--- config.mk ---
export PLATFORM = sky130hd
export DESIGN_NAME = port_scheduler
export DESIGN_NICKNAME = d
export VERILOG_FILES = /design/src/reader_cfg_pkg.sv /design/src/frame_pkg.sv /design/src/port_scheduler.sv
export SDC_FILE = /design/constraint.sdc
export NUM_CORES = 1
export LEC_CHECK = 0
export ABC_AREA = 0
export BUFFER_PORTS_ARGS = -buffer_cell sky130_fd_sc_hd__buf_2
export CORE_MARGIN = 10
export CORE_UTILIZATION = 56
export CTS_BUF_LIST = sky130_fd_sc_hd__clkbuf_8 sky130_fd_sc_hd__clkbuf_16
export CTS_CLUSTER_DIAMETER = 30
export CTS_CLUSTER_SIZE = 40
export DETAILED_ROUTE_END_ITERATION = 10
export GPL_ROUTABILITY_DRIVEN = 0
export PLACE_DENSITY = 0.79
export SYNTH_ARGS = -nofsm -noshare
export SYNTH_HDL_FRONTEND = slang
export SYNTH_SLANG_ARGS = --single-unit
--- constraint.sdc ---
create_clock -name clk -period 7.65 [get_ports clk]
set_clock_uncertainty 0.05 [all_clocks]
set_input_delay 1.53 -clock clk [delete_from_list [all_inputs] [get_ports clk]]
set_output_delay 1.53 -clock clk [all_outputs]
set_load 0.1 [all_outputs]
--- src/reader_cfg_pkg.sv ---
package reader_cfg_pkg;

	//////////////////////
	// Port geometry

	// Ingress ports sharing the frame memory
	localparam int NUM_PORTS = 4;

	// Width of a port index
	localparam int PORT_BITS = 2;

	//////////////////////
	// Word geometry

	// Memory and output word width
	localparam int WORD_BITS = 64;

	// Bytes carried by one word
	localparam int WORD_BYTES = 8;

	//////////////////////
	// Ring and frame geometry

	// Words per port ring
	localparam int RING_WORDS = 64;

	// Ring pointer, one bit wider than the ring index for the wrap flag
	localparam int PTR_BITS = 7;

	// Frame length field in the header word
	localparam int LEN_BITS = 11;

	// Cycles from read request to read data
	localparam int RD_LATENCY = 2;

	// Read tags in flight, covers RD_LATENCY with margin
	localparam int TAG_DEPTH = 4;

endpackage
--- src/frame_pkg.sv ---
package frame_pkg;

	//////////////////////
	// Frame fields

	typedef logic [47:0] mac_t;
	typedef logic [reader_cfg_pkg::WORD_BITS-1:0] word_t;
	typedef logic [reader_cfg_pkg::LEN_BITS-1:0] len_t;
	typedef logic [reader_cfg_pkg::PORT_BITS-1:0] port_t;

	//////////////////////
	// Read bookkeeping

	// Why a memory read was issued
	typedef enum logic [1:0] {
		rd_header,
		rd_word1,
		rd_body
	} read_kind_t;

	// Travels alongside each read until its data returns
	typedef struct packed {
		read_kind_t kind;
		port_t port;
	} read_tag_t;

	// Scheduler view of one ingress port
	typedef enum logic [2:0] {
		ps_idle,
		ps_header,
		ps_word1,
		ps_lookup,
		ps_fwd_ready,
		ps_forwarding
	} port_state_t;

	// Destination MAC from the first frame word
	// Frame byte 0 sits in the low byte of the word and is the MAC's top byte
	function automatic mac_t mac_of_word(input word_t w);
		return {w[7:0], w[15:8], w[23:16], w[31:24], w[39:32], w[47:40]};
	endfunction

	// Low-aligned byte strobe for a tail of 1 to 8 bytes
	function automatic logic [reader_cfg_pkg::WORD_BYTES-1:0] strobe_of_count(input len_t count);
		logic [reader_cfg_pkg::WORD_BYTES-1:0] strb;
		for (int i = 0; i < reader_cfg_pkg::WORD_BYTES; i++) begin
			strb[i] = (count > len_t'(i));
		end
		return strb;
	endfunction

endpackage

--- src/port_scheduler.sv ---
`timescale 1ns/1ps

module port_scheduler (
	input logic clk,
	input logic rst_n,
	input logic [reader_cfg_pkg::NUM_PORTS-1:0] port_has_data,
	input logic rd_valid,
	input frame_pkg::word_t rd_data,
	input frame_pkg::read_tag_t rd_tag,
	input logic result_valid,
	input frame_pkg::port_t result_port,
	input frame_pkg::port_t result_dest,
	input logic fwd_busy,
	input logic fwd_done,
	input frame_pkg::port_t fwd_done_port,
	output logic sched_rd,
	output frame_pkg::port_t sched_rd_port,
	output frame_pkg::read_kind_t sched_rd_kind,
	output logic lookup_valid,
	output frame_pkg::port_t lookup_port,
	output frame_pkg::mac_t lookup_mac,
	output logic fwd_start,
	output frame_pkg::port_t fwd_port,
	output frame_pkg::len_t fwd_len,
	output frame_pkg::word_t fwd_word1,
	output frame_pkg::port_t fwd_dest
);

	// Per-port state and frame tables
	frame_pkg::port_state_t state [reader_cfg_pkg::NUM_PORTS];
	frame_pkg::len_t len_tbl [reader_cfg_pkg::NUM_PORTS];
	frame_pkg::word_t word1_tbl [reader_cfg_pkg::NUM_PORTS];
	frame_pkg::port_t dest_tbl [reader_cfg_pkg::NUM_PORTS];

	// Round-robin pointer
	frame_pkg::port_t rr_ptr;
	logic rr_hold;

	//////////////////////
	// Visit decision

	always_comb begin
		sched_rd = 1'b0;
		sched_rd_kind = frame_pkg::rd_header;
		fwd_start = 1'b0;
		rr_hold = 1'b0;
		case (state[rr_ptr])
			// New frame, fetch header and stay for word1
			frame_pkg::ps_idle: begin
				if (port_has_data[rr_ptr] && !fwd_busy) begin
					sched_rd = 1'b1;
					rr_hold = 1'b1;
				end
			end
			// Second read of the pair
			frame_pkg::ps_header: begin
				if (!fwd_busy) begin
					sched_rd = 1'b1;
					sched_rd_kind = frame_pkg::rd_word1;
				end else begin
					rr_hold = 1'b1;
				end
			end
			// Lookup done, hand over when the forwarder is free
			frame_pkg::ps_fwd_ready: begin
				if (!fwd_busy)
					fwd_start = 1'b1;
			end
			default: begin
			end
		endcase
	end

	// Start payload straight from the tables
	assign sched_rd_port = rr_ptr;
	assign fwd_port = rr_ptr;
	assign fwd_len = len_tbl[rr_ptr];
	assign fwd_word1 = word1_tbl[rr_ptr];
	assign fwd_dest = dest_tbl[rr_ptr];

	//////////////////////
	// Control state

	// Each event below touches a port in a distinct state, so no two collide
	always_ff @(posedge clk) begin
		if (!rst_n) begin
			rr_ptr <= '0;
			lookup_valid <= 1'b0;
			for (int p = 0; p < reader_cfg_pkg::NUM_PORTS; p++) begin
				state[p] <= frame_pkg::ps_idle;
			end
		end else begin
			lookup_valid <= 1'b0;
			if (!rr_hold) begin
				if (rr_ptr == frame_pkg::port_t'(reader_cfg_pkg::NUM_PORTS - 1))
					rr_ptr <= '0;
				else
					rr_ptr <= rr_ptr + 1'b1;
			end
			if (sched_rd) begin
				if (sched_rd_kind == frame_pkg::rd_header)
					state[rr_ptr] <= frame_pkg::ps_header;
				else
					state[rr_ptr] <= frame_pkg::ps_word1;
			end
			if (fwd_start)
				state[rr_ptr] <= frame_pkg::ps_forwarding;
			// Word1 back, request the lookup
			if (rd_valid && (rd_tag.kind == frame_pkg::rd_word1)) begin
				state[rd_tag.port] <= frame_pkg::ps_lookup;
				lookup_valid <= 1'b1;
			end
			if (result_valid)
				state[result_port] <= frame_pkg::ps_fwd_ready;
			if (fwd_done)
				state[fwd_done_port] <= frame_pkg::ps_idle;
		end
	end

	//////////////////////
	// Tables and lookup payload

	always_ff @(posedge clk) begin
		if (rd_valid && (rd_tag.kind == frame_pkg::rd_header))
			len_tbl[rd_tag.port] <= rd_data[reader_cfg_pkg::LEN_BITS-1:0];
		if (rd_valid && (rd_tag.kind == frame_pkg::rd_word1)) begin
			word1_tbl[rd_tag.port] <= rd_data;
			lookup_port <= rd_tag.port;
			lookup_mac <= frame_pkg::mac_of_word(rd_data);
		end
		if (result_valid)
			dest_tbl[result_port] <= result_dest;
	end

	// Responder answers only outstanding requests
	a_result_expected: assert property (@(posedge clk) disable iff (!rst_n)
		result_valid |-> (state[result_port] == frame_pkg::ps_lookup));

endmodule

-- Yosys cells after proc, flatten, opt, wreduce, memory -nomap -nowiden
Memories as Yosys holds them, arrays and structs flattened. A register that Yosys moved wholly into a read port is not among the register bits.
Cells that the tools add are included.
- output and inout port bits: 136
- flip-flop bits (word level): 53
- RAM bits: 320
- memories kept: 4
- memory list (name ; words ; width ; rd ports ; clocked after memory_dff ; wr ports ; line ; RTL):
    word1_tbl ; 4 ; 64 ; 1 ; 1 ; 1 ; port_scheduler.sv:32 ; frame_pkg::word_t word1_tbl [reader_cfg_pkg::NUM_PORTS];
    len_tbl ; 4 ; 11 ; 1 ; 1 ; 1 ; port_scheduler.sv:31 ; frame_pkg::len_t len_tbl [reader_cfg_pkg::NUM_PORTS];
    state ; 4 ; 3 ; 1 ; 1 ; 4 ; port_scheduler.sv:30 ; frame_pkg::port_state_t state [reader_cfg_pkg::NUM_PORTS];
    dest_tbl ; 4 ; 2 ; 1 ; 1 ; 1 ; port_scheduler.sv:33 ; frame_pkg::port_t dest_tbl [reader_cfg_pkg::NUM_PORTS];
- magnitude comparators: 1
- reduce and logical (&&, ||, !) cells: 11
- equality and inequality tests: 4
- bitwise gates (word level): 2
- $add $sub $neg: 1
- muxes and demuxes: 58
- operators with widths (cell ; number):
    2-to-1 mux 1 bit ; 36
    2-to-1 mux 2 bit ; 13
    2-to-1 mux 3 bit ; 6
    OR reduction 3 bit ; 4
    zero test 2 bit ; 2
    one-hot mux 1 bit (2 select lines) ; 2
    equality test 3 x 1 -> 1 bit (second input constant) ; 1
    equality test 3 bit (second input constant) ; 1
    logical AND 1 bit ; 3
    zero test 3 bit ; 1
    < comparator 2 x 3 -> 1 bit (second input constant) ; 1
    adder 2 x 1 -> 2 bit (second input constant) ; 1
    binary-select mux 1 bit (select 2 bit) ; 1
    equality test 2 x 1 -> 1 bit (second input constant) ; 1
    equality test 2 bit (second input constant) ; 1
    OR 1 bit ; 2
    zero test 1 bit ; 1

-- Depth between registers and ports, before layout
Gate-level depths: netlist of the first run.
- depth in word-level cells: 12
- mapped depth: 7
- mapped depth without buffers: 6

-- Least setup slack after synthesis of the first run
Ideal clock, no wire load.
- path kind: input port to flip-flop
- start: in rd_tag[3] (netlist name)
- end: mem state[1][0] (netlist name)
- arrival: 6264 ps
- data required time: 7505 ps
- path buffers: 0
- stages on the path: 6
- setup slack: 1241 ps
- library setup time: 95 ps
- cells stage by stage: nand3b_1 > inv_1 > nand2_1 > nor2_1 > a211oi_1 > a311oi_1
- RTL lines (what ; line ; RTL):
    from (decl) ; port_scheduler.sv:9 ; input frame_pkg::read_tag_t rd_tag,
    to (decl) ; port_scheduler.sv:30 ;

==> results summary, run 1 <==
The flow ran to the end, and the final reports show no timing, DRC or antenna violations. The total grt overflow came out at 0. Once the floorplan was initialized, standard cells occupied between 50 and 60% of the core. The post-DP HPWL came out at approximately 18 mm. The number of enable flip-flop cells after synthesis came out at 358. The first global-routing pass estimated 45.8 mm of wire. The tool flagged a number of max-cap violations equal to 0. The worst setup path is of the flop to output pin kind.

The worst hold path belongs to the class flop to flop. The fraction of registers with async set/reset came out at 0%. The worst path required time came out at 6070 ps. The number of gates resized after CTS was 0. Averaged over all synthesized cells, the footprint is roughly 23 um2. TritonCTS built the clock tree. The post-route minimum period is ~4800 ps. The initial antenna violation count came out at 4. STA puts the critical path data arrival time at roughly 3300 ps. The die is 176 um tall. The first routing iteration left around 500 violations.

The total setup buffers inserted after CTS came out at 0. The overall die width is 176 um. The maximum net fanout on the critical path is between 40 and 50.

The cell area power density came out at roughly 430 mW/mm2. The type of element launching the critical path is a flop. The average detailed-routed wire length per instance came out at about 25 um. After synthesis, the netlist uses 44 different library cells. The clock sink count came out at approximately 380. In this run the standard cell core region covers approximately 0.024 mm2. The transition time of the tightest slew-check pin came out at ~1100 ps. The clock insertion delay at the later pin of the skew report came out at 550 ps. The number of failing hold endpoints at the final stage is 0.

The total wire length after detailed routing is 30.2 mm. The number of slew-limit violations in the final report came to 0. Synthesis inferred between 300 and 400 register bits. Summing over every cut layer, the via total after detailed routing is roughly 7k. Among all flip-flop cells after synthesis, the most frequent one is edfxtp_1.

The maximum level of the CTS H-tree came out at 2. The die outline area came out at 0.0311 mm2. The clock passes through at most 3 buffers. The number of global-route vias before repair came out at between 7k and 8k. The tightest slew margin relative to the limit came out at around 23%. The pre-antenna-repair detailed-routing pass consisted of 5 iterations. The post-layout net count came out at ~940.

The number of DRC violations after detailed routing came out at 0. The area growth from synthesis to layout is 25.4%. The clock-pin transition on the worst setup and hold timing paths came out at around 50 ps. The cell count after synthesis came out at 590. The count of nets left with antenna violations once routing finished came out at 0. The synthesized netlist occupies a cell area of 0.0137 mm2. The via density per instance is ~5.7. The share of the clock period used by the worst path after layout is 63.2%.

Setup repair after global routing left no endpoint under its margin. Row generation in the floorplan step produced 57 rows. For this run, the total global-route usage over all layers was measured as 19.3%.

The TritonCTS buffer count is 57. The root buffer cell chosen for the clock tree is clkbuf_16. The count of boundary I/O pins is 220.

The post-placement cell area came out at 0.0152 mm2. The library cells used most frequently in the layout, excluding fill and tap cells, are edfxtp_1, buf_2, mux4_2. The number of synthesis warnings came out at 0. The number of hold buffers added after CTS was 0.

Setup violations remaining at the end of the flow were counted as 0. Summed over all cells, the static leakage comes to between 5 and 6 nW. Leaving out fill and tap cells, the most frequent cell in the layout is edfxtp_1. The number of nets in the synthesized netlist came out at approximately 680. Entering global routing, the biggest net connects around 70 pins. The maximum clock frequency is between 200 and 250 MHz. The sequential area share after synthesis is 81.0%. The layout cell share with drive strength beyond 1 came out at between 40% and 50%. Input and output buffers added on the ports amount to between 200 and 250. The cell area after layout came out at between 0.015 and 0.02 mm2. The final total negative setup slack is 0 ps.

The worst setup path is captured at an output pin. The worst hold path startpoint is state[2][1]. The worst-case IR drop observed on VDD is 0.388 mV.
[flip-flops by register name, indices dropped and copies added, names as in the netlist, named ones only]
register and flops:
dest_tbl 8, fwd_port 2, len_tbl 44, lookup_mac 48, lookup_port 2, lookup_valid 1
state 12, word1_tbl 256
[worst paths after layout]
check                     end  slack [ps]  cells past startpoint
hold reg to reg   state[2][1]         510                      2
hold / removal    state[2][1]         510                      2
setup reg to reg  state[3][1]        4760                      5
setup / recovery    fwd_start        2820                      3
[where the power goes]
group	internal (W)	switching [W]
clock	0.00170	0.000940
sequential	0.00232	0.000115
combinational	0.000471	0.00186
[worst max-delay path: stages, from the launching register on]
cell and delay [ps]:
dfxtp_4 870, mux4_2 700, nor3b_1 580, buf_2 550
[metal layers]
layer / track usage [%] / share of wire (%) / vias up
met4: 7.01 / 2.4 / 6
met3: 4.46 / 6.9 / 64
met5: 0 / 0.11 / -
li1: - / - / 3031
met2: 34.4 / 55 / 297
met1: 22.3 / 36 / 3602
[layout make-up]
class | count | area (um2)
tap | 324 | 405
clock inverter | 46 | 520
clock buffer | 59 | 1480
antenna | 1 | 2.50
inverter | 7 | 26.3
multi-input combinational | 184 | 2480
sequential | 375 | 11100
fill | 1436 | 7010
timing repair buffer | 227 | 1160
[cells by family (layout without fill, tap and decap cells)]
family | count (synthesis) | count (layout) | synth area share [%]
adders and majority gates | 1 | 1 | 0.0914
buffers and inverters | 31 | 339 | 1.01
and+or+nand+nor | 67 | 67 | 2.78
AOI/OAI and AO/OA | 25 | 25 | 1.15
muxes | 90 | 90 | 13.9
other | 1 | 2 | 0.0274
DFF | 375 | 375 | 81.0
[metrics by stage]
| stage | power [W] | setup WS, ps | std cells | hold slack, ps | utilization (%) |
|---|---|---|---|---|---|
| floorplan | 0.00446 | 1240 | 590 | 421 | - |
| global placement | 0.00480 | 2990 | 1117 | 471 | 62.7 |
| detailed placement | 0.00482 | 2880 | 1117 | 499 | 62.7 |
| CTS | 0.00746 | 2700 | 1222 | 509 | 71.0 |
| global route | 0.00761 | 2560 | 1222 | 543 | 71.0 |
| finish | 0.00740 | 2820 | 1223 | 510 | 71.0 |
[Yosys cell counts, types with 3 or more instances]
cell type    n  area share (%)
a21oi_1      5            0.18
buf_4        3            0.16
clkbuf_1    17            0.47
dfxtp_1     17             2.5
edfxtp_1   358              79
inv_1        7            0.19
mux2i_1     10            0.73
mux4_2      80              13
nand2_1     16            0.44
nand2b_1     4            0.18
nand3_1      5            0.18
nand3b_1     4            0.22
nor2_1      14            0.38
nor3_1       3            0.11
nor3b_1      4            0.22
o21ai_0      6            0.22
No activity file was read; power rests on OpenSTA's default activity.
==> inputs of run 2 (changes only) <==
Clock period 7.65 ns to 4.85 ns, I/O delays scaled along.
==> run 2 against run 1 <==
Net effect:
- register-to-register slack got worse by 2500 ps
- sequential power up 56%
- final cell count is 1.6% higher
- first-iteration DRC count rose by 32%
- hold slack worse by 5.3 ps
- combinational power grew 61%
- critical path depth grew 1
- sequential share of layout area fell by 0.90 points
- flip-flop and latch count unchanged
- clock-buffer cell count grew 11
- critical endpoint unchanged
- largest power group unchanged
==> results summary, run 2 (synthesis gave the netlist of run 1 again) <==
In the finished design, the share of the clock period the worst path needs comes to about 84%. The count of standard-cell rows is 57 (unchanged). The total number of vias came out at 7129 (was 7000). The max-capacitance violation count came out at 0 (unchanged). The nature of the critical path endpoint is an output pin (unchanged). The violation count after the first detailed-route iteration is 669 (was 508). The total of cells resized after clock tree synthesis came out at 0 (unchanged).

The fraction of power spent switching nets is 38.7% (was 39.4%). The die outline area is 0.0311 mm2 (unchanged). Registers with the most flip-flops: word1_tbl x256, lookup_mac x48, len_tbl x44 (unchanged). The worst ir drop on vdd came to 0.550 mV (was 0.388 mV). The worst path required time is 3830 ps (was 6070 ps). The core area is 0.0242 mm2 (unchanged). The number of buffers on the longest clock path came out at 3 (unchanged). The layout cell share with drive strength beyond 1 came to 46.2% (was 47.1%). Outcome: finished, final reports clean (unchanged). The number of slew-limit violations in the final report came out at 0 (unchanged). The layout-stage area growth over the synthesis result was 27.2% (was 25.4%). The flip-flop count of the largest register, all copies and words added is 256 (unchanged). The clock sink count was 375 (unchanged). The clock tree from TritonCTS is yes (unchanged). The number of cells after detailed placement is 1121 (was 1117). The average detailed-routed wire length per instance was 25.1 um (was 24.7 um).

The first-pass GRT wire length is 46.8 mm (was 45.8 mm). The hold buffer count at cts came out at 0 (unchanged). Highest-count cells in the layout ignoring fill and taps: edfxtp_1, buf_2, mux4_2 (unchanged). The number of DRC violations after detailed routing came out at 0 (unchanged). The commonest non-fill, non-tap cell in the layout is edfxtp_1 (unchanged). Unrepaired setup endpoints after global routing: false (unchanged).

The total setup buffers inserted after CTS was 0 (unchanged). The via density per instance came out at 5.74 (was 5.72). The net switching power came to 0.00465 W (was 0.00292 W). The root buffer cell was clkbuf_16 (unchanged). The overall die width is 176 um (unchanged). The starting utilization of the core area is 56.6% (unchanged). The sequential share of power came to 31.4% (was 32.9%). The maximum number of pins on one net before global-route repair came out at 52 (was 68). The antenna violation net count after detailed routing came out at 0 (unchanged).

Static timing analysis puts the maximum clock frequency at 245 MHz. The final total negative setup slack is 0 ps (unchanged). The number of global-route vias before repair was 7773 (was 7815). The internal portion of total power was 0.00736 W (was 0.00448 W).

The TritonCTS buffer count came out at 66 (was 57). The number of iterations in the first detailed-routing pass is 5 (unchanged). After layout, the minimum clock period comes to 4080 ps. The post-layout net count came out at 950 (was 937).

The clock share of power came out at 37.2% (was 35.6%). The total global-route track usage is 20.0% (was 19.3%). The count of boundary I/O pins is 220 (unchanged). The maximum level of the CTS H-tree came out at 3 (was 2). The clock insertion delay at the later pin of the skew report came to 530 ps (was 550 ps).

The register name with the most flops is word1_tbl (unchanged). The arrival time reported for the critical path endpoint is 3060 ps (was 3250 ps). The total grt overflow was 0 (unchanged). The vertical die dimension was 176 um (unchanged). The cell area power density came out at 690 mW/mm2 (was 431 mW/mm2). The type of the worst min-delay path is flop to flop (unchanged).

The type of element launching the critical path is a flop (unchanged). The sum of internal, switching and leakage power is 0.0120 W (was 0.00740 W). The number of failing hold endpoints at the final stage is 0 (unchanged). The tightest slew margin relative to the limit came out at 23.3% (was 23.1%). The post-placement cell area came out at 0.0152 mm2 (about the same).

The transition time of the tightest slew-check pin came out at 1150 ps (about the same). The final standard cell count with taps included and fillers excluded was 1243 (was 1223). The core occupancy in the finished layout came to 72.0% (was 71.0%). The total wire length after detailed routing is 31.2 mm (was 30.2 mm). The leakage component of the power is 6.16 nW (was 6.00 nW).

The relative contribution of combinational cells to total power came out at 31.3% (was 31.5%). The quantity of I/O buffers inserted on ports came out at 218 (unchanged). The category of the critical setup timing path is flop to output pin (unchanged).

The clock-pin transition on the worst setup and hold timing paths is 50 ps (about the same). The final setup violation count is 0 (unchanged). The post-DP HPWL is 18.4 mm (was 17.7 mm). The maximum net fanout on the critical path is 42 (was 41). The initial antenna violation count is 3 (was 4). The cell area after layout came out at 0.0174 mm2 (was 0.0172 mm2).
==> run 2: critical path, cell delays in order (launching register included) <==
cell and delay, ps:
dfxtp_4 750, mux2i_1 300, a22oi_1 310, nor3b_1 620
buf_2 540
==> run 2: area by class of cell <==
class                   count  area (um2)
clock buffers              70        1730
repair buffers            231        1200
clock inverters            51         464
well taps                 324         405
diodes                      1        2.50
flip-flops and latches    375       11100
inverters                   7        30.0
fillers                  1399        6770
multi-input cells         184        2480
==> run 2: worst paths after layout <==
| path | endpoint | slack, ps | startpoint | depth (start not counted) |
|---|---|---|---|---|
| worst min register to register | state[1][2] | 500 | state[1][2] | 2 |
| worst min-delay path | state[1][2] | 500 | state[1][2] | 2 |
| worst max register to register | state[2][0] | 2230 | flop | 5 |
| worst max-delay path | fwd_start | 770 | flop | 4 |
==> run 2: per-stage QoR <==
stage,hold WS [ps],setup WS [ps]
after floorplan,421,10.8
after global placement,453,1290
after detailed placement,470,1200
after CTS,483,767
after global routing,530,549
final,504,772
==> run 2: metal layers <==
| layer | GRT usage, % | routed length (um) | part of all wire [%] | vias up |
|---|---|---|---|---|
| li1 | - | - | - | 3060 |
| met1 | 23.7 | 11500 | 37 | 3651 |
| met2 | 33.9 | 16300 | 52 | 344 |
| met3 | 6.39 | 2630 | 8.4 | 70 |
| met4 | 7.08 | 732 | 2.3 | 4 |
| met5 | 0 | 29 | 0.093 | - |
==> run 2: power groups by stage <==
| stage | Combinational [W] | Clock [W] | Sequential (W) |
|---|---|---|---|
| floorplan | 0.00308 | 0 | 0.00395 |
| finish | 0.00376 | 0.00447 | 0.00378 |
| global placement | 0.00375 | 0 | 0.00383 |
| detailed placement | 0.00378 | 0 | 0.00384 |
| CTS | 0.00380 | 0.00453 | 0.00378 |
| global route | 0.00388 | 0.00469 | 0.00379 |
