<file path="src/reader_cfg_pkg.sv">
package reader_cfg_pkg;

	//////////////////////
	// Port geometry

	// Ingress ports sharing the frame memory
	localparam int NUM_PORTS = 4;

	// Width of a port index
	localparam int PORT_BITS = 2;

	//////////////////////
	// Word geometry

	// Memory and output word width
	localparam int WORD_BITS = 64;

	// Bytes carried by one word
	localparam int WORD_BYTES = 8;

	//////////////////////
	// Ring and frame geometry

	// Words per port ring
	localparam int RING_WORDS = 64;

	// Ring pointer, one bit wider than the ring index for the wrap flag
	localparam int PTR_BITS = 7;

	// Frame length field in the header word
	localparam int LEN_BITS = 11;

	// Cycles from read request to read data
	localparam int RD_LATENCY = 2;

	// Read tags in flight, covers RD_LATENCY with margin
	localparam int TAG_DEPTH = 4;

endpackage
</file>
<file path="src/frame_pkg.sv">
package frame_pkg;

	//////////////////////
	// Frame fields

	typedef logic [47:0] mac_t;
	typedef logic [reader_cfg_pkg::WORD_BITS-1:0] word_t;
	typedef logic [reader_cfg_pkg::LEN_BITS-1:0] len_t;
	typedef logic [reader_cfg_pkg::PORT_BITS-1:0] port_t;

	//////////////////////
	// Read bookkeeping

	// Why a memory read was issued
	typedef enum logic [1:0] {
		rd_header,
		rd_word1,
		rd_body
	} read_kind_t;

	// Travels alongside each read until its data returns
	typedef struct packed {
		read_kind_t kind;
		port_t port;
	} read_tag_t;

	// Scheduler view of one ingress port
	typedef enum logic [2:0] {
		ps_idle,
		ps_header,
		ps_word1,
		ps_lookup,
		ps_fwd_ready,
		ps_forwarding
	} port_state_t;

	// Destination MAC from the first frame word
	// Frame byte 0 sits in the low byte of the word and is the MAC's top byte
	function automatic mac_t mac_of_word(input word_t w);
		return {w[7:0], w[15:8], w[23:16], w[31:24], w[39:32], w[47:40]};
	endfunction

	// Low-aligned byte strobe for a tail of 1 to 8 bytes
	function automatic logic [reader_cfg_pkg::WORD_BYTES-1:0] strobe_of_count(input len_t count);
		logic [reader_cfg_pkg::WORD_BYTES-1:0] strb;
		for (int i = 0; i < reader_cfg_pkg::WORD_BYTES; i++) begin
			strb[i] = (count > len_t'(i));
		end
		return strb;
	endfunction

endpackage

</file>
<file path="src/frame_forwarder.sv">
`timescale 1ns/1ps

module frame_forwarder (
	input logic clk,
	input logic rst_n,
	input logic fwd_start,
	input frame_pkg::port_t fwd_port,
	input frame_pkg::len_t fwd_len,
	input frame_pkg::word_t fwd_word1,
	input frame_pkg::port_t fwd_dest,
	input logic rd_valid,
	input frame_pkg::word_t rd_data,
	input frame_pkg::read_tag_t rd_tag,
	output logic fwd_rd,
	output frame_pkg::port_t fwd_rd_port,
	output logic fwd_busy,
	output logic fwd_done,
	output frame_pkg::port_t fwd_done_port,
	output logic out_valid,
	output frame_pkg::word_t out_data,
	output logic [reader_cfg_pkg::WORD_BYTES-1:0] out_strb,
	output logic out_last,
	output frame_pkg::port_t out_dest
);

	// Forwarding state
	logic busy;
	frame_pkg::port_t port;

	// Bytes still to request and still to emit, word1 excluded
	frame_pkg::len_t to_read;
	frame_pkg::len_t to_send;

	// Body word back from memory
	logic body_valid;

	assign body_valid = rd_valid && (rd_tag.kind == frame_pkg::rd_body);

	// One body read per cycle until the count runs out
	assign fwd_rd = busy && (to_read != '0);
	assign fwd_rd_port = port;
	assign fwd_busy = busy;
	assign fwd_done_port = port;

	//////////////////////
	// Counters and beat flags

	always_ff @(posedge clk) begin
		if (!rst_n) begin
			busy <= 1'b0;
			to_read <= '0;
			to_send <= '0;
			out_valid <= 1'b0;
			out_last <= 1'b0;
			fwd_done <= 1'b0;
		end else begin
			out_valid <= 1'b0;
			out_last <= 1'b0;
			fwd_done <= 1'b0;
			// First beat is the saved word1
			if (fwd_start) begin
				out_valid <= 1'b1;
				to_read <= fwd_len - frame_pkg::len_t'(reader_cfg_pkg::WORD_BYTES);
				if (fwd_len > frame_pkg::len_t'(reader_cfg_pkg::WORD_BYTES)) begin
					busy <= 1'b1;
					to_send <= fwd_len - frame_pkg::len_t'(reader_cfg_pkg::WORD_BYTES);
				end else begin
					// Single-word frame ends here
					out_last <= 1'b1;
					fwd_done <= 1'b1;
					to_send <= '0;
				end
			end
			if (fwd_rd) begin
				if (to_read > frame_pkg::len_t'(reader_cfg_pkg::WORD_BYTES))
					to_read <= to_read - frame_pkg::len_t'(reader_cfg_pkg::WORD_BYTES);
				else
					to_read <= '0;
			end
			// Body beats as data returns
			if (body_valid) begin
				out_valid <= 1'b1;
				if (to_send > frame_pkg::len_t'(reader_cfg_pkg::WORD_BYTES)) begin
					to_send <= to_send - frame_pkg::len_t'(reader_cfg_pkg::WORD_BYTES);
				end else begin
					to_send <= '0;
					busy <= 1'b0;
					out_last <= 1'b1;
					fwd_done <= 1'b1;
				end
			end
		end
	end

	//////////////////////
	// Beat payload

	always_ff @(posedge clk) begin
		if (fwd_start) begin
			port <= fwd_port;
			out_data <= fwd_word1;
			out_dest <= fwd_dest;
			if (fwd_len > frame_pkg::len_t'(reader_cfg_pkg::WORD_BYTES))
				out_strb <= '1;
			else
				out_strb <= frame_pkg::strobe_of_count(fwd_len);
		end else if (body_valid) begin
			out_data <= rd_data;
			// Partial strobe only on the tail
			if (to_send > frame_pkg::len_t'(reader_cfg_pkg::WORD_BYTES))
				out_strb <= '1;
			else
				out_strb <= frame_pkg::strobe_of_count(to_send);
		end
	end

	// Body data only returns for a frame in progress
	a_body_while_busy: assert property (@(posedge clk) disable iff (!rst_n) body_valid |-> busy);

endmodule

</file>
<file path="config.mk">
export PLATFORM = sky130hd
export DESIGN_NAME = frame_forwarder
export DESIGN_NICKNAME = d
export VERILOG_FILES = /design/src/reader_cfg_pkg.sv /design/src/frame_pkg.sv /design/src/frame_forwarder.sv
export SDC_FILE = /design/constraint.sdc
export NUM_CORES = 1
export LEC_CHECK = 0
export BUFFER_PORTS_ARGS = -buffer_cell sky130_fd_sc_hd__buf_2
export CORE_AREA = 2 2 115 117
export CTS_CLUSTER_DIAMETER = 60
export DETAILED_ROUTE_END_ITERATION = 16
export DIE_AREA = 0 0 117 119
export GPL_ROUTABILITY_DRIVEN = 0
export PLACE_DENSITY_LB_ADDON = 0.2
export SYNTH_ARGS = -nofsm -noshare
export SYNTH_HDL_FRONTEND = slang
export SYNTH_SLANG_ARGS = --single-unit
</file>
<file path="constraint.sdc">
create_clock -name clk -period 8 [get_ports clk]
set_clock_uncertainty 0.2 [all_clocks]
set_input_delay 0.8 -clock clk [delete_from_list [all_inputs] [get_ports clk]]
set_output_delay 0.8 -clock clk [all_outputs]
set_load 0.005 [all_outputs]
</file>
## Word level (Yosys, flattened, before mapping)

Cells that the tools add are included.

| operators by class | value |
|---|---|
| $add $sub $neg | 3 |
| order comparisons | 19 |
| eq/ne operators | 1 |
| muxes and demuxes | 23 |
| reductions and logical operators | 5 |

Operators with widths:

| operator | number |
|---|---|
| two-way mux 64 bit | 2 |
| > comparator 11 x 3 -> 1 bit (second input constant) | 8 |
| two-way mux 11 bit | 7 |
| > comparator 11 x 1 -> 1 bit (second input constant) | 4 |
| > comparator 11 x 2 -> 1 bit (second input constant) | 4 |
| > comparator 11 x 4 -> 1 bit (second input constant) | 3 |
| subtractor 11 x 4 -> 11 bit (second input constant) | 3 |
| two-way mux 8 bit | 4 |
| nonzero test 11 bit | 1 |
| two-way mux 1 bit | 10 |
| nonzero test 2 bit | 2 |
| == test 2 bit (second input constant) | 1 |
| logical AND 1 bit | 2 |

| storage, ports and cells | value |
|---|---|
| flip-flop bits (word level) | 101 |
| output and inout bits | 83 |
| logic and storage cells | 60 |

## Depth between registers and ports, before layout

Gate-level depths: netlist of run 1.

| logic depth | value |
|---|---|
| word-level depth | 5 |
| gate-level depth with buffers | 9 |
| depth with buffers taken out | 7 |

## Worst setup path after synthesis of run 1

Ideal clock, no wire load.

| path | value |
|---|---|
| kind | input to register |
| from | input rd_valid |
| to | register to_send[9] |
| setup time | 129 ps |
| data arrival time | 3602 ps |
| required time | 7671 ps |
| setup slack | 4069 ps |
| cell stages on the path | 5 |
| path through | and3b_1 -> clkbuf_1 -> nor2_2 -> clkinv_1 -> o211a_1 |

| between the ends | value |
|---|---|
| word-level cells in the longest chain between the ends | 2 |
| elaborated cells on any way between the ends | 3 |
| those cells by class | 1 x mux; 2 x reduce/logical |

RTL lines:

| what | line | text |
|---|---|---|
| start, declared | frame_forwarder.sv:11 | `input logic rd_valid,` |
| logical AND 1 bit (*) | frame_forwarder.sv:37 | `assign body_valid = rd_valid && (rd_tag.kind == frame_pkg::rd_body);` |
| two-way mux 11 bit or nonzero test 2 bit (tied branches) | - |  |
| end signal, assigned | frame_forwarder.sv:66 | `to_send <= fwd_len - frame_pkg::len_t'(reader_cfg_pkg::WORD_BYTES);` |
| end signal, assigned | frame_forwarder.sv:84 | `to_send <= to_send - frame_pkg::len_t'(reader_cfg_pkg::WORD_BYTES);` |
| end, declared | frame_forwarder.sv:32 | `frame_pkg::len_t to_send;` |

Every way passes the cells marked *; elsewhere a longest branch is shown, timed or not.
A chain may end at the register's enable or synchronous reset.

## Worst setup path after layout of run 1

| path | value |
|---|---|
| from | register to_read[8] |
| to | output fwd_rd |

| between the ends | value |
|---|---|
| word-level cells in the longest chain between the ends | 2 |

RTL lines:

| what | line | text |
|---|---|---|
| start, declared | frame_forwarder.sv:31 | `frame_pkg::len_t to_read;` |
| start signal, assigned | frame_forwarder.sv:63 | `to_read <= fwd_len - frame_pkg::len_t'(reader_cfg_pkg::WORD_BYTES);` |
| start signal, assigned | frame_forwarder.sv:76 | `to_read <= to_read - frame_pkg::len_t'(reader_cfg_pkg::WORD_BYTES);` |
| nonzero test 11 bit | frame_forwarder.sv:40 | `assign fwd_rd = busy && (to_read != '0);` |
| logical AND 1 bit | frame_forwarder.sv:40 |  |
| end, declared | frame_forwarder.sv:14 | `output logic fwd_rd,` |

Every way passes these cells.

==> impl_results.md, run 1 <==
* Layout cells sized above 1 at a little over half
* Die area at between 10000 and 15000 µm²
* Switching share of power at about a quarter
* Post-DP Area at between 6000 and 7000 µm²
* Critical Path AT at between 2 and 2.5 ns
* EDFF count, synth at 76
* I/O pins at 234
* Final period util at between 30 and 40%
* Wirelength per Cell at 17.0 µm
* Pre-Repair DR Iteration Count at 5
* Comb pwr share at approximately a fifth
* Vias at around 4.2k
* Initial core utilization at between 30 and 40%
* HPWL Detailed at 10300 µm
* Dominant synthesized flop cell: edfxtp_1
* Design Area, Final at roughly 6600 µm²
* Synth top area share at a little under half
* Initial DRC count at between 400 and 500
* Most common cell in the netlist: edfxtp_1
* P&R area growth vs syn at 31.5%
* Final setup viols at 0
* Setup TNS at 0 ns
* Post-synth top cells: 76 x edfxtp_1, 64 x mux2_2, 25 x dfxtp_1
* Post-layout util at between 50% and 60%
* Net switching power at roughly 0.35 mW
* PD cells at 204 nW/µm²
* Number of nets in the layout at 778
* Leakage at 2.70 nW
* Num CTS Buffers at 9
* Number of global-route vias before repair at 4085
* Placed Cells at 787
* Reg clk slew, reported paths at 0.07 ns
* Antenna violations before repair at 1
* Die W at ~120 µm
* Setup bufs post-CTS at 0
* CTS tree: yes
* Yosys reg bits at ~100
* Relative slew slack at between 20 and 25%
* Asr flop ratio synth at 0%
* Post-synth cell types at 57
* Row count at 42
* DR vias/cell at between 5 and 6
* DIE HEIGHT at roughly 120 µm
* Max Buffers Root-to-Sink at 2
* DRC errors left at 0
* HP Class: reg2reg
* Insertion delay to the later sink of the worst-skew pair at approximately 0.34 ns
* Synth Instances at between 400 and 500
* First-pass GRT wire length at approximately 20000 µm
* I/O Buffers at 231
* Final Hold Vio Count at 0
* Post-route ant nets at 0
* Max-Cap Viols at 0
* Crit path launch type: flip-flop
* Worst-path maximum fanout at 14
* Post-CTS Hold Buffers at 0
* Yosys top cell by area: edfxtp_1
* Mapped Nets at 562
* Run status: completed
* Clock share of power at about a third
* WP data required at approximately 7.0 ns
* Flop pwr share at around 48%
* Area contributors post-synth: edfxtp_1 45%, mux2_2 14%, dfxtp_1 10%, a21oi_1 2.0%, clkbuf_1 1.8%
* CP endpoint kind: output port
* Worst-margin pin slew at about 1.1 ns
* RSZ-0062 raised after global routing: no
* YS warnings at 0
* Syn Area/Cell at between 10 and 15 µm²
* Cell Area, Synth at about 5000 µm²
* Resized cells post-CTS at 0
* Tmin final at slightly above 3 ns
* Clock sinks at roughly 100
* CTS H-tree lvls at 3
* Routed wire length at 13600 µm
* Final Slew Violations at 0
* FMAX at between 300 and 400 MHz
* Int Pwr at between 0.9 and 1 mW
* Crit Path Category: reg2out
* Core ar. at 12900 µm²
* Sequential fraction of the synthesis area at a little under three fifths
* GR Overflow Total at 0
* Worst vdd ir at around 0.11 mV
* Post-Layout Cell Count at 804
* Largest net degree at the start of global routing at between 60 and 70
* All-Layer GR Usage at 19.3%
* Root Buffer Master: clkbuf_16
flip-flops by register name, indices dropped and copies added, names as in the netlist:
name	cells
out_dest	2
out_data	64
out_last	1
to_send	11
out_valid	1
fwd_busy	1
to_read	11
out_strb	8
fwd_done_port	2
cell usage in the layout (no fill, tap or decap), types with 3 or more instances in the layout:
cell type,Yosys,routed
o31ai_1,4,4
xor2_1,3,3
dfxtp_1,25,25
or4_1,4,4
a22oi_1,7,7
ha_1,5,5
o221a_2,7,7
a211oi_1,5,5
nor2_1,23,23
inv_6,0,3
nand2_1,17,17
buf_4,3,3
o22ai_1,10,10
xnor2_1,7,7
nand3_1,7,7
mux2_2,64,64
a21oi_1,20,20
o21ai_0,6,6
or3_1,3,3
buf_2,0,230
o21a_1,9,9
nor3_1,11,11
edfxtp_1,76,76
nand3b_1,3,3
clkbuf_16,0,9
inv_1,10,10
a31oi_1,9,9
o32ai_1,3,3
critical path, cell delays in order (launching register included):
cell	delay (ns)
dfxtp_1	0.42
nor3_1	0.12
a41oi_1	0.95
buf_2	0.26
logic make-up after synthesis:
kind of cell	share of synthesized area, %
AOI/OAI and AO/OA	14.0
xor gates and xnor gates	1.75
adders and majority gates	1.25
buffers and inverters	3.37
DFF	55.5
muxes	14.4
and+or+nand+nor	9.80
through the flow:
step | power (mW) | setup slack (ns) | hold slack (ns)
CTS | 1.36 | 4.91 | 0.270
global placement | 0.900 | 4.63 | 0.254
floorplan | 0.796 | 4.07 | 0.246
global route | 1.41 | 4.69 | 0.286
detailed placement | 0.908 | 4.57 | 0.260
finish | 1.34 | 4.91 | 0.267
power groups by stage:
stage | sequential, mW | combinational, mW | clock (mW)
floorplan | 0.659 | 0.136 | 0
finish | 0.647 | 0.250 | 0.446
global placement | 0.656 | 0.244 | 0
detailed placement | 0.658 | 0.250 | 0
CTS | 0.646 | 0.251 | 0.459
global route | 0.653 | 0.277 | 0.477
metal layers:
| metal | share of wire (%) | wire [µm] | up-vias | track usage (%) |
|---|---|---|---|---|
| li1 | - | - | 1999 | - |
| met5 | 0 | 0 | - | 0 |
| met2 | 53 | 7170 | 183 | 34.9 |
| met4 | 1.8 | 252 | 0 | 6.40 |
| met3 | 7.4 | 1000 | 25 | 4.73 |
| met1 | 38 | 5200 | 1984 | 21.7 |
final cells by class:
type / instances / area (µm²)
inverters: 12 / 45.0
multi-input cells: 265 / 2060
fillers: 1165 / 6280
diodes: 1 / 2.50
well taps: 176 / 220
clock inverters: 7 / 81.3
flip-flops and latches: 101 / 2780
clock buffers: 9 / 225
repair buffers: 233 / 1170
path summary, 6_finish.rpt:
path                                 start     endpoint  slack [ns]  depth (start not counted)
worst max register to register  to_send[3]  out_strb[1]        5.39                          7
worst max-delay path            to_read[8]       fwd_rd        4.91                          3
worst min-delay path            to_read[0]   to_read[0]        0.27                          2
worst min register to register  to_read[0]   to_read[0]        0.27                          2
Note: power is estimated with default switching activity, not from simulation.
==> run 2: changes to the inputs <==
==> constraint.sdc (replaced) <==
create_clock -name clk -period 2.6 [get_ports clk]
set_clock_uncertainty 0.2 [all_clocks]
set_input_delay 0.26 -clock clk [delete_from_list [all_inputs] [get_ports clk]]
set_output_delay 0.26 -clock clk [all_outputs]
set_load 0.005 [all_outputs]
==> impl_results.md, run 2 (synthesis results as in run 1) <==
* Worst-path maximum fanout at 6 (-8)
* I/O Buffers at 231 (unchanged)
* Resized cells post-CTS at 0 (unchanged)
* Reg clk slew, reported paths at 0.07 ns (about the same)
* Row count at 42 (unchanged)
* FMAX at around 420 MHz
* Largest net degree at the start of global routing at 48 (-23%)
* Commonest non-fill, non-tap cell in the layout: buf_2
* Setup bufs post-CTS at 0 (unchanged)
* Number of global-route vias before repair at 4152 (+1.6%)
* Pre-Repair DR Iteration Count at 4 (-1)
* Tmin final at 2.39 ns
* DRC errors left at 0 (unchanged)
* Setup crit end: out_strb[1]
* Die area at 13900 µm² (unchanged)
* Wirelength per Cell at 17.3 µm (+1.9%)
* Register-to-register setup slack at 0.21 ns (-5.18 ns)
* FF/Latch Area at 2780 µm² (unchanged)
* Final Hold Vio Count at 0 (unchanged)
* I/O pins at 234 (unchanged)
* Leakage at 2.79 nW (+3.3%)
* PD cells at 642 nW/µm² (+220%)
* R2r endpoint: out_strb[1]
* Crit path launch type: flip-flop
* Worst vdd ir at 0.333 mV (+200%)
* GR Overflow Total at 0 (unchanged)
* Post-route ant nets at 0 (unchanged)
* Most frequent cells in the layout: 230 x buf_2, 76 x edfxtp_1, 64 x mux2_2
* Worst reg-to-reg path cell count at 7 (unchanged)
* CTS H-tree lvls at 3 (unchanged)
* Relative slew slack at 57.6% (+35 points)
* CP endpoint kind: flip-flop
* Total power at 4.35 mW (+220%)
* Die W at 117 µm (unchanged)
* Regs by FF count: out_data x64, to_read x11, to_send x11
* Core ar. at 12900 µm² (unchanged)
* Root Buffer Master: clkbuf_16
* Final Slew Violations at 0 (unchanged)
* Filler cell count at 1178 (+1.1%)
* Insertion delay to the later sink of the worst-skew pair at 0.35 ns (about the same)
* Routed wire length at 14200 µm (+3.9%)
* Num CTS Buffers at 9 (unchanged)
* Final setup viols at 0 (unchanged)
* Setup TNS at 0 ns (unchanged)
* HP Class: in2reg
* Dpl ws at 0.169 ns (-4.40 ns)
* DIE HEIGHT at 119 µm (unchanged)
* Worst reg2reg startpoint: to_send[4]
* RSZ-0062 raised after global routing: no
* HPWL Detailed at 10800 µm (+4.9%)
* WP data required at 2.47 ns (-4.53 ns)
* P&R area growth vs syn at 35.0%
* Run status: completed
* Post-layout util at 52.6% (+1.4 points)
* Initial core utilization at 39.0% (unchanged)
* Antenna violations before repair at 3 (+2)
* Multi-input logic area at 2060 µm² (unchanged)
* DR vias/cell at 5.27 (+1.1%)
* Hold path depth at 2 (unchanged)
* Max-Cap Viols at 0 (unchanged)
* Critical Path AT at 2.26 ns (+0.17 ns)
* All-Layer GR Usage at 19.8% (+0.54 points)
* Clock sinks at 101 (unchanged)
* Top reg by flops: out_data
* Worst setup path start: to_send[4]
* Largest register FFs at 64 (unchanged)
* Final period util at ~90%
* Hold_sp: fwd_word1[31]
* First-pass GRT wire length at 21000 µm (+1.9%)
* Initial DRC count at 268 (-40%)
* CTS tree: yes
* Crit Path Category: reg2reg
* Worst-margin pin slew at 0.632 ns (-0.511 ns)
* Number of nets in the layout at 792 (+1.8%)
* Max Buffers Root-to-Sink at 2 (unchanged)
* Final worst slack at 0.211 ns (-4.70 ns)
* Layout cells sized above 1 at 53.0% (+0.092 points)
* Vias at 4322 (+3.1%)
## run 2: cell count changes in the layout (fill, tap and decap cells not counted), sizes merged
cell / previous run / this run
diode: 1 / 3
dlygate4sd3: 0 / 5
inv: 14 / 12
buf: 233 / 242
bufinv: 1 / 3
## run 2: timing repair
action / in CTS / in global routing
hold buffers: 5 / 0
hold endpoints to repair: 5 / 0
setup endpoints to repair: 0 / 0
## run 2: final cells by class
class / instances / area share, %
Multi-Input combinational cell: 265 / 30.5
Clock buffer: 9 / 3.33
Tap cell: 176 / 3.25
Sequential cell: 101 / 41.1
Clock inverter: 7 / 1.79
Antenna cell: 3 / 0.111
Inverter: 12 / 0.684
Timing Repair Buffer: 247 / 19.3
## run 2: routing by layer
metal  up-vias  GRT usage (%)  share of wire [%]
met5         -              0                  0
met4         0           7.43                1.8
met3        20           4.48                8.2
met2       192           34.4                 51
met1      2074           23.6                 39
li1       2036              -                  -
## run 2: per-stage QoR
step                      hold WS [ns]  cells  cell area [µm²]
after floorplan                  0.159    406             5020
after global placement           0.240    796             6370
after detailed placement         0.239    796             6370
after CTS                      0.00108    817             6760
after global routing           0.00767    819             6770
final                           0.0128    820             6770
## run 2: report_power, final
part	switching, mW	total, mW	leakage [nW]	internal [mW]
logic	0.396	0.794	1.69	0.398
clock network	0.617	1.57	0.166	0.948
registers	0.0775	1.99	0.939	1.91
total	1.09	4.35	2.79	3.26
## run 2: worst min path at each step
stage / slack, ns / endpoint
global placement: 0.24 / out_dest[1]
floorplan: 0.16 / fwd_done_port[0]
detailed placement: 0.24 / fwd_done_port[1]
global route: 0.008 / out_data[40]
CTS: 0.001 / out_data[36]
finish: 0.01 / out_data[31]
## run 2: worst max-delay path, stage by stage, from the launching register on
cell	delay (ns)
dfxtp_1	0.33
inv_1	0.13
ha_1	0.18
or4b_1	0.59
nor2_1	0.18
a21oi_1	0.06
o32ai_1	0.32
a22oi_1	0.12
==> run 3: changes to the inputs <==
--- a/config.mk
+++ b/config.mk
@@ -5,11 +5,12 @@
 export SDC_FILE = /design/constraint.sdc
 export NUM_CORES = 1
 export LEC_CHECK = 0
+export ABC_AREA = 1
 export BUFFER_PORTS_ARGS = -buffer_cell sky130_fd_sc_hd__buf_2
-export CORE_AREA = 2 2 115 117
-export CTS_CLUSTER_DIAMETER = 60
+export CORE_AREA = 2 2 120 122
+export CTS_CLUSTER_DIAMETER = 100
 export DETAILED_ROUTE_END_ITERATION = 16
-export DIE_AREA = 0 0 117 119
+export DIE_AREA = 0 0 122 124
 export GPL_ROUTABILITY_DRIVEN = 0
 export PLACE_DENSITY_LB_ADDON = 0.2
 export SYNTH_ARGS = -nofsm -noshare
==> impl_results.md, run 3 <==
* Max Buffers Root-to-Sink at 2 (unchanged)
* Crit path launch type: flip-flop
* Tmin final at 2.08 ns (-0.309 ns)
* Ant diodes at 0 (-3)
* Reg clk slew, reported paths at 0.07 ns (about the same)
* Initial core utilization at 39.3% (+0.34 points)
* Yosys reg bits at 101 (unchanged)
* Register-to-register setup slack at 0.54 ns (+0.33 ns)
* Syn Area/Cell at 7.78 µm² (-37%)
* Max-Cap Viols at 0 (unchanged)
* Wirelength per Cell at 14.3 µm (-17%)
* P&R area growth vs syn at 53.9%
* GR Overflow Total at 0 (unchanged)
* Worst reg-to-reg path cell count at 11 (+4)
* Sequential fraction of the synthesis area at 51.6% (-3.9 points)
* Number of nets in the layout at 1199 (+51%)
* Worst vdd ir at 0.329 mV (-1.1%)
* Routed wire length at 17500 µm (+24%)
* Worst Hold Path EP: to_read[0]
* Hold path depth at 3 (+1)
* Layout cells sized above 1 at 26.5% (-27 points)
* Regs by FF count: out_data x64, to_read x11, to_send x11
* Setup TNS at 0 ns (unchanged)
* Area contributors post-synth: edfxtp_1 42%, nand2_1 21%, dfxtp_1 9.3%, nor2_1 4.5%, inv_1 4.0%
* Final Slew Violations at 0 (unchanged)
* FMAX at 481 MHz (+15%)
* Top reg by flops: out_data
* Hold WS at 0.0244 ns (+0.0116 ns)
* Mapped Nets at 849 (+51%)
* Die W at 122 µm (+4.3%)
* CP endpoint kind: output port
* Worst-path maximum fanout at 7 (+1)
* Design Area, Final at 8300 µm² (+23%)
* Final Hold Vio Count at 0 (unchanged)
* I/O Buffers at 231 (unchanged)
* Die area at 15100 µm² (+8.7%)
* Most common cell in the netlist: nand2_1
* CTS tree: yes
* Post-CTS Hold Buffers at 127 (+122)
* EDFF count, synth at 76 (unchanged)
* Total power at 4.41 mW (+1.4%)
* Post-synth top cells: 299 x nand2_1, 76 x edfxtp_1, 64 x nor2_1
* Number of global-route vias before repair at 5534 (+33%)
* Resized cells post-CTS at 0 (unchanged)
* Crit Path Category: reg2out
* Largest register FFs at 64 (unchanged)
* Antenna violations before repair at 0 (-3)
* Run status: completed
* Yosys top cell by area: edfxtp_1
* Setup bufs post-CTS at 0 (unchanged)
* Most frequent cells in the layout: 299 x nand2_1, 231 x buf_2, 127 x dlygate4sd3_1
* Pre-Repair DR Iteration Count at 5 (+1)
* DR vias/cell at 4.73 (-10%)
* Largest net degree at the start of global routing at 70 (+46%)
* DIE HEIGHT at 124 µm (+4.2%)
* DRC errors left at 0 (unchanged)
* I/O pins at 234 (unchanged)
* Asr flop ratio synth at 0% (unchanged)
* Synth top area share at 42.3% (-3.2 points)
* Commonest non-fill, non-tap cell in the layout: nand2_1
* Row count at 43 (+2.4%)
* Leakage at 4.11 nW (+47%)
* Post-layout util at 60.5% (+7.9 points)
* All-Layer GR Usage at 23.3% (+3.5 points)
* Vias at 5807 (+34%)
* Core ar. at 13700 µm² (+6.6%)
* CTS H-tree lvls at 3 (unchanged)
* Initial DRC count at 409 (+53%)
* Num CTS Buffers at 9 (unchanged)
* Post-route ant nets at 0 (unchanged)
* Post-synth cell types at 33 (-42%)
* Clock sinks at 101 (unchanged)
* First-pass GRT wire length at 27100 µm (+29%)
* RSZ-0062 raised after global routing: no
* YS warnings at 0 (unchanged)
* Hold_sp: fwd_len[0]
* R2r endpoint: out_strb[0]
* Dominant synthesized flop cell: edfxtp_1
* Final period util at 80.0% (-12 points)
* PD cells at 532 nW/µm² (-17%)
* HPWL Detailed at 12000 µm (+11%)
* Cell Area, Synth at 5390 µm² (+7.5%)
* Worst reg2reg startpoint: to_send[3]
* WP data required at 2.14 ns (-0.33 ns)
* Relative slew slack at 49.3% (-8.2 points)
* Post-DP Area at 6720 µm² (+5.5%)
* Root Buffer Master: clkbuf_16
* Synth Instances at 693 (+71%)
* Filler cell count at 1200 (+1.9%)
* Final setup viols at 0 (unchanged)
* Insertion delay to the later sink of the worst-skew pair at 0.35 ns (about the same)
* Worst-margin pin slew at 0.760 ns (+0.128 ns)
* HP Class: in2reg
* Critical Path AT at 1.62 ns (-0.64 ns)
## run 3: cell types whose count changed after synthesis, sizes merged, moves of 6 or more
cell    previous run  this run
nand2             17       305
nor3              12         4
o221a              7         0
nor2              25        71
mux2              64         0
a22oi              7         0
o21ai              8        30
clkbuf            24        17
a31oi             10         2
o21a               9         0
nand3              7        43
nand4              1         7
o22ai             10         0
inv               10        62
## run 3: power by group
| group | switching (mW) | leakage, nW | internal (mW) |
|---|---|---|---|
| sequential | 0.0745 | 0.941 | 1.91 |
| clock | 0.643 | 0.148 | 0.761 |
| combinational | 0.526 | 3.02 | 0.497 |
## run 3: per-layer routing
metal | vias to the layer above | global-route usage [%] | wire length (µm)
li1 | 2917 | - | -
met1 | 2610 | 27.5 | 7040
met2 | 232 | 40.3 | 8540
met3 | 48 | 6.46 | 1470
met4 | 0 | 8.98 | 482
met5 | - | 0 | 0
## run 3: area by class of cell
type                    instances  area [µm²]  share of cell area [%]
clock buffers                   9         225                    2.71
clock inverters                 7        80.1                   0.965
inverters                      64         244                    2.94
multi-input cells             503        2240                    27.0
flip-flops and latches        101        2780                    33.5
well taps                     180         225                    2.71
repair buffers                364        2500                    30.1
## run 3: cells by family (layout without fill, tap and decap cells)
kind of cell,after synthesis,after routing,share of synthesized area (%)
and+or+nand+nor,432,432,33.1
AOI/OAI and AO/OA,55,55,5.55
adders and majority gates,5,5,1.16
buffers and inverters,89,444,6.82
xor gates and xnor gates,11,11,1.79
DFF,101,101,51.6
## run 3: worst max-delay path: stages, from the launching register on
cell     delay [ns]
dfxtp_1        0.41
nor2_1         0.09
nand3_2        0.12
nor2_1         0.06
nor2_1         0.38
buf_2          0.20
## run 3: worst max path at each step
stage                     slack (ns)  depth (start not counted)  startpoint           to
final                           0.52                          5  to_read[9]       fwd_rd
after global routing            0.38                         11  to_send[3]  out_strb[0]
after CTS                       0.50                          5  to_read[8]       fwd_rd
after detailed placement        0.53                         10  fwd_len[3]  out_strb[3]
after global placement          0.56                         10  fwd_len[3]  out_strb[5]
after floorplan                 0.65                          5    rd_valid  out_data[0]
## run 3: through the flow
stage	setup slack (ns)	instances
finish	0.520	1228
global route	0.382	1228
CTS	0.499	1228
detailed placement	0.532	1085
global placement	0.564	1085
floorplan	0.652	693
